File: src/rtl/lab_pkg.sv
`default_nettype none

package lab_pkg;

    //////////////////////////////
    // Widths and rates
    //////////////////////////////

    // Free-running timer
    localparam int TIMER_W    = 32;
    // Scan moves every 2**SCAN_SHIFT cycles
    localparam int SCAN_SHIFT = 4;
    localparam int SEL_W      = 5;
    localparam int DIGIT_W    = 4;
    localparam int RESULT_W   = 8;
    // Active display digits, rest stay dark
    localparam int NUM_SCAN   = 3;
    localparam int AN_W       = 8;
    localparam int SEG_W      = 7;

    // Top count of a decimal digit
    localparam logic [DIGIT_W-1:0] DIGIT_MAX = 4'd9;

    //////////////////////////////
    // Types
    //////////////////////////////

    // Encoding matches sw[6:5]
    typedef enum logic [1:0] {
        ALU_ADD = 2'd0,
        ALU_SUB = 2'd1,
        ALU_MUL = 2'd2,
        ALU_CAT = 2'd3
    } alu_op_e;

    // Value doubles as the anode index
    typedef enum logic [1:0] {
        SCAN_LOW  = 2'd0,
        SCAN_HIGH = 2'd1,
        SCAN_OP   = 2'd2
    } scan_state_e;

    // Same bit order as the switch bus, sw[8] first
    typedef struct packed {
        logic             dir_tens;
        logic             dir_ones;
        alu_op_e          op;
        logic [SEL_W-1:0] rate_sel;
    } ctrl_t;

    localparam int SW_W = $bits(ctrl_t);

    typedef struct packed {
        logic [DIGIT_W-1:0] tens;
        logic [DIGIT_W-1:0] ones;
    } digits_t;

    //////////////////////////////
    // Segment glyphs, active low, bit 6 is g
    //////////////////////////////

    localparam logic [SEG_W-1:0] HEX_GLYPH [16] = '{
        7'h40, 7'h79, 7'h24, 7'h30, 7'h19, 7'h12, 7'h02, 7'h78,
        7'h00, 7'h10, 7'h08, 7'h03, 7'h46, 7'h21, 7'h06, 7'h0E
    };

    // A, S, M, C in opcode order
    localparam logic [SEG_W-1:0] OP_GLYPH [4] = '{7'h08, 7'h12, 7'h48, 7'h46};

endpackage

`default_nettype wire

File: src/rtl/rate_timer.sv
`timescale 1ns/1ns
`default_nettype none

module rate_timer import lab_pkg::*; (
    input  logic             clk,
    input  logic             arst_n,
    input  logic [SEL_W-1:0] rate_sel,
    output logic             step,
    output logic             scan_step
);

    // Free-running count
    logic [TIMER_W-1:0] count;
    // Low rate_sel bits set
    logic [TIMER_W-1:0] step_mask;
    logic               step_hit;
    logic               scan_hit;

    //////////////////////////////
    // Counter
    //////////////////////////////

    always_ff @(posedge clk or negedge arst_n) begin
        if (!arst_n) begin
            count <= '0;
        end else begin
            // Wraps after 2**32 cycles
            count <= count + 1'b1;
        end
    end

    //////////////////////////////
    // Rate compares
    //////////////////////////////

    // rate_sel 0 gives an empty mask, so a hit every cycle
    assign step_mask = ~({TIMER_W{1'b1}} << rate_sel);
    assign step_hit  = ((count & step_mask) == step_mask);

    // Fixed scan rate
    assign scan_hit  = &count[SCAN_SHIFT-1:0];

    // Registered pulses, one cycle wide
    always_ff @(posedge clk or negedge arst_n) begin
        if (!arst_n) begin
            step      <= 1'b0;
            scan_step <= 1'b0;
        end else begin
            step      <= step_hit;
            scan_step <= scan_hit;
        end
    end

endmodule

`default_nettype wire

File: src/rtl/bcd_digit_counter.sv
`timescale 1ns/1ns
`default_nettype none

module bcd_digit_counter import lab_pkg::*; (
    input  logic               clk,
    input  logic               arst_n,
    input  logic               step,
    input  logic               up,
    output logic [DIGIT_W-1:0] value
);

    logic [DIGIT_W-1:0] next_value;

    //////////////////////////////
    // Next digit
    //////////////////////////////

    always_comb begin
        if (up) begin
            // 9 wraps to 0
            // Anything above 9 also falls back to 0
            if (value >= DIGIT_MAX) begin
                next_value = '0;
            end else begin
                next_value = value + 1'b1;
            end
        end else begin
            // 0 wraps to 9
            if (value == '0) begin
                next_value = DIGIT_MAX;
            end else if (value > DIGIT_MAX) begin
                next_value = DIGIT_MAX;
            end else begin
                next_value = value - 1'b1;
            end
        end
    end

    // Digit register, moves only on step
    always_ff @(posedge clk or negedge arst_n) begin
        if (!arst_n) begin
            value <= '0;
        end else if (step) begin
            value <= next_value;
        end
    end

endmodule

`default_nettype wire

File: src/rtl/digit_alu.sv
`timescale 1ns/1ns
`default_nettype none

module digit_alu import lab_pkg::*; (
    input  logic                clk,
    input  logic                arst_n,
    input  digits_t             digits,
    input  alu_op_e             op,
    output logic [RESULT_W-1:0] result
);

    // Operands widened to the result width
    logic [RESULT_W-1:0] ones_ext;
    logic [RESULT_W-1:0] tens_ext;
    // Unregistered result
    logic [RESULT_W-1:0] alu_val;

    assign ones_ext = RESULT_W'(digits.ones);
    assign tens_ext = RESULT_W'(digits.tens);

    //////////////////////////////
    // Operation select
    //////////////////////////////

    always_comb begin
        case (op)
            ALU_ADD: begin
                // At most 18
                alu_val = ones_ext + tens_ext;
            end
            ALU_SUB: begin
                // Two's complement wrap when tens > ones
                alu_val = ones_ext - tens_ext;
            end
            ALU_MUL: begin
                // 9 * 9 = 81, fits
                alu_val = ones_ext * tens_ext;
            end
            ALU_CAT: begin
                // Digits read as a two-digit BCD number
                alu_val = {digits.tens, digits.ones};
            end
            default: begin
                alu_val = '0;
            end
        endcase
    end

    //////////////////////////////
    // Output register
    //////////////////////////////

    // One cycle behind digits and op
    always_ff @(posedge clk or negedge arst_n) begin
        if (!arst_n) begin
            result <= '0;
        end else begin
            result <= alu_val;
        end
    end

endmodule

`default_nettype wire

File: src/rtl/scan_sequencer.sv
`timescale 1ns/1ns
`default_nettype none

module scan_sequencer import lab_pkg::*; (
    input  logic                clk,
    input  logic                arst_n,
    input  logic                scan_step,
    input  logic [RESULT_W-1:0] result,
    input  alu_op_e             op,
    output logic [AN_W-1:0]     an,
    output logic [SEG_W-1:0]    seg
);

    scan_state_e state;
    scan_state_e state_next;

    // Glyph per active digit, indexed like the anodes
    logic [SEG_W-1:0] glyph [NUM_SCAN];
    // Anodes of the active digits only
    logic [NUM_SCAN-1:0] an_act;

    //////////////////////////////
    // State register
    //////////////////////////////

    always_ff @(posedge clk or negedge arst_n) begin
        if (!arst_n) begin
            state <= SCAN_LOW;
        end else begin
            state <= state_next;
        end
    end

    // Rotation low, high, op, low
    always_comb begin
        state_next = state;
        if (scan_step) begin
            case (state)
                SCAN_LOW: begin
                    state_next = SCAN_HIGH;
                end
                SCAN_HIGH: begin
                    state_next = SCAN_OP;
                end
                SCAN_OP: begin
                    state_next = SCAN_LOW;
                end
                default: begin
                    // Unused code, back to start
                    state_next = SCAN_LOW;
                end
            endcase
        end
    end

    //////////////////////////////
    // Glyph lookup
    //////////////////////////////

    // Result nibbles as hex 0 to F
    assign glyph[0] = HEX_GLYPH[result[3:0]];
    assign glyph[1] = HEX_GLYPH[result[7:4]];
    // Opcode letter, stands in for a control decoder
    assign glyph[2] = OP_GLYPH[op];

    //////////////////////////////
    // Anode and segment drive
    //////////////////////////////

    // Pure decode of the state, no extra register
    always_comb begin
        an_act = '1;
        seg    = glyph[0];
        case (state)
            SCAN_LOW: begin
                an_act[0] = 1'b0;
                seg       = glyph[0];
            end
            SCAN_HIGH: begin
                an_act[1] = 1'b0;
                seg       = glyph[1];
            end
            SCAN_OP: begin
                an_act[2] = 1'b0;
                seg       = glyph[2];
            end
            default: begin
                an_act[0] = 1'b0;
                seg       = glyph[0];
            end
        endcase
    end

    // Unused digits stay dark
    assign an[NUM_SCAN-1:0]    = an_act;
    assign an[AN_W-1:NUM_SCAN] = '1;

endmodule

`default_nettype wire

File: src/rtl/counter_alu_top.sv
`timescale 1ns/1ns
`default_nettype none

module counter_alu_top import lab_pkg::*; (
    input  logic                clk,
    input  logic                arst_n,
    input  logic [SW_W-1:0]     sw,
    output logic [RESULT_W-1:0] led,
    output logic [AN_W-1:0]     an,
    output logic [SEG_W-1:0]    seg
);

    // Switch fields
    ctrl_t ctrl;

    // Timer pulses
    logic step;
    logic scan_step;

    // Counter outputs
    logic [DIGIT_W-1:0] ones_val;
    logic [DIGIT_W-1:0] tens_val;
    digits_t            digits;

    logic [RESULT_W-1:0] result;

    // Switches are plain levels
    assign ctrl = ctrl_t'(sw);

    //////////////////////////////
    // Timing
    //////////////////////////////

    rate_timer timer_i (
        .clk       (clk),
        .arst_n    (arst_n),
        .rate_sel  (ctrl.rate_sel),
        .step      (step),
        .scan_step (scan_step)
    );

    //////////////////////////////
    // Digits
    //////////////////////////////

    // Each digit keeps its own direction
    bcd_digit_counter ones_i (
        .clk    (clk),
        .arst_n (arst_n),
        .step   (step),
        .up     (ctrl.dir_ones),
        .value  (ones_val)
    );

    bcd_digit_counter tens_i (
        .clk    (clk),
        .arst_n (arst_n),
        .step   (step),
        .up     (ctrl.dir_tens),
        .value  (tens_val)
    );

    assign digits.tens = tens_val;
    assign digits.ones = ones_val;

    //////////////////////////////
    // ALU and display
    //////////////////////////////

    digit_alu alu_i (
        .clk    (clk),
        .arst_n (arst_n),
        .digits (digits),
        .op     (ctrl.op),
        .result (result)
    );

    scan_sequencer scan_i (
        .clk       (clk),
        .arst_n    (arst_n),
        .scan_step (scan_step),
        .result    (result),
        .op        (ctrl.op),
        .an        (an),
        .seg       (seg)
    );

    // LEDs show the raw result
    assign led = result;

endmodule

`default_nettype wire

File: config.mk
export PLATFORM = sky130hd
export DESIGN_NAME = counter_alu_top
export DESIGN_NICKNAME = d
export VERILOG_FILES = /design/src/rtl/lab_pkg.sv /design/src/rtl/rate_timer.sv /design/src/rtl/bcd_digit_counter.sv /design/src/rtl/digit_alu.sv /design/src/rtl/scan_sequencer.sv /design/src/rtl/counter_alu_top.sv
export SDC_FILE = /design/constraint.sdc
export NUM_CORES = 1
export LEC_CHECK = 0
export BUFFER_PORTS_ARGS = -buffer_cell sky130_fd_sc_hd__buf_2
export CAP_MARGIN = 20
export CORE_ASPECT_RATIO = 1.1
export CORE_MARGIN = 2
export CORE_UTILIZATION = 65
export DETAILED_ROUTE_END_ITERATION = 16
export PLACE_DENSITY_LB_ADDON = 0.15
export SLEW_MARGIN = 30
export SYNTH_ARGS = -nofsm -noshare
export SYNTH_HDL_FRONTEND = slang
export SYNTH_SLANG_ARGS = --single-unit
File: constraint.sdc
create_clock -name clk -period 5.3 [get_ports clk]
set_input_delay 0.53 -clock clk [delete_from_list [all_inputs] [get_ports clk]]
set_output_delay 0.53 -clock clk [all_outputs]
set_load 0.05 [all_outputs]
---- Yosys cells after proc, flatten, opt, wreduce, memory -nomap -nowiden ----
Memory sizes are Yosys's and may differ from the RTL's.
Cells that the tools add are included.
cells by class
  $add $sub $neg .......................... 7
  $mul .................................... 1
  magnitude comparators ................... 7
  equality and inequality tests ........... 6
  shifts and indexed selects .............. 1
  multiplexer cells ....................... 21
  bitwise operators ....................... 5
  reductions and logical operators ........ 6
operator list
  kind                                                                 count
  7-bit 2-to-1 mux                                                     6
  32-bit by 1-bit adder with 32-bit output, second input constant      1
  32-bit bitwise AND                                                   1
  32-bit == test                                                       1
  4-bit 2-to-1 mux                                                     8
  32-bit NOT                                                           1
  8-bit case mux with 4 select lines                                   1
  32-bit by 5-bit left shift with 32-bit output, first input constant  1
  7-bit binary-select mux with 2-bit select                            1
  7-bit case mux with 2 select lines                                   1
  5-bit >= comparator, second input constant                           2
  4-bit NOT with 5-bit output                                          2
  4-bit by 1-bit adder with 4-bit output, second input constant        2
  4-bit >= comparator, second input constant                           2
  4-bit greater-than comparator, second input constant                 2
  4-bit zero test                                                      2
  4-bit by 4-bit multiplier with 8-bit output                          1
  4-bit by 1-bit subtractor with 4-bit output, second input constant   2
  2-bit == test, second input constant                                 3
  4-bit by 4-bit adder with 5-bit output                               1
  4-bit by 4-bit subtractor with 5-bit output                          1
  2-bit by 1-bit == test with 1-bit output, second input constant      2
  2-bit zero test                                                      2
  2-bit case mux with 2 select lines                                   1
  other kinds (5)                                                      7
word-level totals
  register bits after elaboration ......... 52
  memory bits (read-only) ................. 224
  input port bits ......................... 11
  word-level logic and storage cells ...... 63
  memories ................................ 2
memory list
  memory           words  bits a word  read ports  clocked after Yosys merged registers in  wr ports  line                  source
  (no name shown)  16     7            1           0                                        0         scan_sequencer.sv:62  assign glyph[1] = HEX_GLYPH[result[7:4]];
  (no name shown)  16     7            1           0                                        0         scan_sequencer.sv:61  assign glyph[0] = HEX_GLYPH[result[3:0]];

---- Depth between registers and ports, before layout ----
  word-level depth ........................ 5
  depth in mapped cells ................... 13

---- Hierarchy ----
From an unflattened synthesis, not the netlist that was laid out.
second synthesis, totals
  cell total of the unflattened synthesis .. 487
  area total of the unflattened synthesis .. 4,414.2 um^2
by module, submodules not included
  module             instances  cells each  area each (um^2)  seq. area each (um^2)
  rate_timer         1          181         1,775.5           825.8
  digit_alu          1          114         1,057.3           200.2
  scan_sequencer     1          100         810.8             50.0
  bcd_digit_counter  2          46          385.4             100.1

---- Least setup slack after synthesis ----
OpenSTA, ideal clock, no wires.
  kind .................................... register to register
  start ................................... register tens_i.value[3]
  end ..................................... register alu_i.result[7]
  arrival ................................. 2.879 ns
  path slack .............................. 2.300 ns
  cell stages (with the launch flop) ...... 12
  buffers on the path ..................... 1
  period minus slack after synthesis ...... 3.000 ns
  cell sequence ........................... dfrtp_1 clkbuf_1 nand2_1 fa_1 inv_1 fa_1 ha_1 a21o_1 a21oi_1 o211ai_1 xor2_1 a22o_1
on the way
  longest elaborated chain between the ends .. 2
  elaborated cells on any way between the ends .. 3
  classes of those cells .................. add/sub: 1; mul: 1; mux: 1
ends and longest elaborated chain
  element                                                                                                            line                              source
  start, declared                                                                                                    bcd_digit_counter.sv:9            output logic [DIGIT_W-1:0] value
  start signal, assigned                                                                                             bcd_digit_counter.sv:44           value <= next_value;
  4-bit by 4-bit multiplier with 8-bit output / 4-bit by 4-bit subtractor with 5-bit output (equally long branches)  digit_alu.sv:37, digit_alu.sv:33
  8-bit case mux with 4 select lines *                                                                               digit_alu.sv:26                   case (op)
  net alu_i.alu_val[7]                                                                                               digit_alu.sv:16                   logic [RESULT_W-1:0] alu_val;
  end signal, assigned                                                                                               digit_alu.sv:58                   result <= alu_val;
  end, declared                                                                                                      digit_alu.sv:9                    output logic [RESULT_W-1:0] result
The timed path passes the listed nets; every way through them passes the cells marked *.
A chain may end at the register's enable or synchronous reset.

---- Worst setup path in the final report ----
  start ................................... register ones_i.value[2]
  end ..................................... register alu_i.result[7]
on the way
  longest elaborated chain between the ends .. 2
  elaborated cells on any way between the ends .. 3
  classes of those cells .................. add/sub: 1; mul: 1; mux: 1
ends and longest elaborated chain
  element                                                                                                            line
  start, declared                                                                                                    bcd_digit_counter.sv:9
  start signal, assigned                                                                                             bcd_digit_counter.sv:44
  4-bit by 4-bit multiplier with 8-bit output / 4-bit by 4-bit subtractor with 5-bit output (equally long branches)  digit_alu.sv:37, digit_alu.sv:33
  8-bit case mux with 4 select lines *                                                                               digit_alu.sv:26
  net alu_i.alu_val[7]                                                                                               digit_alu.sv:16
Marked as above.

==> flow_metrics.py <==
metrics = {
    "placement": {
        "place_ws_ns": 2.22,
        "port_buffers": 28,
        "globalplace.congestion": 0.892,
        "hpwlAfterDp_um": 6430,
    },
    "logic_synthesis": {
        "synth.area.top_cells": "dfrtp_1, ha_1, nand2_1",
        "synth_seq_area_share": 0.305,
        "synth_cells": 494,
        "yosysTopAreaCell": "dfrtp_1",
        "yosys-top-cells-count": "nand2_1, dfrtp_1, nor2_1, ha_1, inv_1",
        "synth_top_cell_area_share": 0.305,
        "async_flop_share": 1.00,
        "synth_edf_count": 0,
        "syn_area_sq_mm": 0.00419,
        "synth_cell_types": 56,
        "synthFlopType": "dfrtp_1",
        "synth_area_per_cell_sq_um": 8.48,
        "ys_seq_elements": 51,
        "yosysMostFrequentCell": "nand2_1",
        "yosys_warnings": 0,
    },
    "timing": {
        "fin_skew_ns": 0.00360,
        "fin_crit_ns": 3.11,
        "slew_violations": 0,
        "timing.final.ws_setup_ns": 2.19,
        "final_hold_viol_count": 0,
        "setup_viol": 0,
        "setup_tns_ns": 0,
        "fin_crit_sh": 0.586,
        "worst_pin_slew_ns": 0.645,
        "rsz0062_at_grt": "false",
        "max_freq_mhz": 322,
        "maxSlewHeadroom": 0.570,
    },
    "setup_path": {
        "start_kind": "register",
        "worstPathArrival_ns": 3.31,
        "worstPathMaxFanout": 15,
        "critical_path_class": "register to register",
        "endpoint_kind": "register",
        "crit_required_ns": 5.51,
    },
    "finish": {
        "nets": 566,
        "fill_cells": 470,
        "syn_to_final_growth_pct": 5.47,
        "num_antenna_cells": 0,
        "drive_gt1_frac": 0.0947,
    },
    "grt": {
        "antenna_found_initial": 0,
        "overflow": 0,
        "grt_pass1_wl_um": 15100,
        "grt_pass1_vias": 3321,
        "grt_max_degree": 52,
        "grt.total_usage": 0.267,
    },
    "floorplan": {
        "die_y_um": 88.2,
        "die_width_um": 80.5,
        "core_sq_mm": 0.00619,
        "start_util": 0.676,
        "io_pins": 34,
        "std_cell_rows": 30,
        "die_area_sq_mm": 0.00710,
    },
    "drt": {
        "viasPerCell": 6.10,
        "drtIter0Drc": 275,
        "drc": 0,
        "wire_per_inst_um": 14.9,
        "routed_wl_um": 8750,
        "drtAntennaViolNets": 0,
        "first_pass_iters": 5,
        "vias": 3581,
    },
    "clock_network": {
        "post_cts_resized": 0,
        "postCtsHoldBufs": 0,
        "clock_latency_ns": 0.31,
        "htree_levels": 2,
        "max-clock-path-buffers": 2,
        "cts_inserted_buffers": 5,
        "cts_tree": "built",
        "clock_sinks": 51,
        "post_cts_buffers": 0,
        "clkTransAtPathRegs_ns": 0.10,
        "cts_root_buf": "clkbuf_8",
    },
    "worst_hold_path": {
        "hp-class": "input pin to async pin",
    },
    "run": {
        "max_cap_violations": 0,
    },
    "run_status": {
        "status": "finished, final reports clean",
    },
    "pwr": {
        "power.leakage_nw": 2.09,
        "ir_drop_uv": 155,
        "power_density_mw_per_mm2": 166,
        "p_total_mw": 0.732,
    },
}
## cells by family (layout without fill, tap and decap cells)
kind of cell / after synthesis / after routing / share of synthesized area
simple gates: 169 / 169 / 0.194
mux: 7 / 7 / 0.0230
other cells: 1 / 5 / 0.000895
buf+inv: 66 / 75 / 0.0648
compound gates: 117 / 117 / 0.184
xor+xnor: 34 / 34 / 0.0711
fa+ha+maj: 49 / 49 / 0.157
flops: 51 / 51 / 0.305
## critical path: stages, from the launching register on
cell and delay (ns):
dfrtp_1 0.62, nand2_1 0.14, fa_1 0.50, inv_1 0.06
fa_1 0.49, ha_1 0.30, a21o_1 0.15, a21oi_1 0.24
o211ai_1 0.16, xor2_1 0.16, a22o_1 0.18
## through the flow
step	util	std cells	instance area, sq um	hold WS (ns)
detailed placement	0.698	579	4320	0.471
global route	0.713	587	4420	0.383
global placement	0.698	579	4320	0.467
finish	0.713	587	4420	0.320
floorplan	-	498	4200	0.234
CTS	0.713	587	4420	0.345
## path summary, 6_finish.rpt
check	cells after the start	startpoint	to	slack, ns
hold / removal	2	arst_n	alu_i.result[5]	0.32
setup / recovery	10	ones_i.value[2]	alu_i.result[7]	2.19
max in group asynchronous	2	arst_n	ones_i.value[0]	4.55
setup reg to reg	10	ones_i.value[2]	alu_i.result[7]	2.19
hold reg to reg	1	timer_i.count[30]	timer_i.count[30]	0.49
min in group clk	1	timer_i.count[30]	timer_i.count[30]	0.49
## cell type report
| cell class | instances | area [sq um] | area share |
|---|---|---|---|
| clock buffer | 5 | 68.8 | 0.0156 |
| clock inverter | 3 | 26.3 | 0.00595 |
| inverter | 38 | 143 | 0.0323 |
| multi-input combinational | 381 | 2660 | 0.601 |
| sequential | 51 | 1280 | 0.289 |
| tap | 80 | 100 | 0.0227 |
| timing repair buffer | 29 | 148 | 0.0334 |
## power by group
part	switching (mW)	internal, mW	total [mW]
Sequential	0.00512	0.391	0.396
Clock	0.143	0.0975	0.241
Combinational	0.0707	0.0249	0.0955
## flip-flops by register name (all words and copies together), names as in the netlist
register and cells:
ones_i.value 4, timer_i.step 1, alu_i.result 8, timer_i.scan_step 1, tens_i.value 4, timer_i.count 31, scan_i.state 2
## metal layers
layer  part of all wire  global-route usage
met3              0.050              0.0371
met1               0.47               0.384
met2               0.47               0.431
met5                  0                   0
met4              0.012              0.0616
## placed cells by master (no fill, tap or decap), drive strengths merged, types with 3 or more instances in the layout
cell type,instances
nand2,55
dfrtp,51
nor2,44
ha,43
inv,40
o21ai,29
buf,29
a21oi,24
xnor2,21
nand3,20
xor2,13
a31oi,9
and3,8
nor2b,8
nor3,8
a22o,7
fa,6
nand4,5
and2,5
o211ai,5
o22ai,5
conb,5
clkbuf,5
a21o,4
mux2i,4
a221oi,4
o32ai,4
nor4,4
o31ai,3
nand2b,3
a311o,3
a32oi,3
a211oi,3
nor3b,3
or3b,3
No activity file was read; power rests on OpenSTA's default activity.
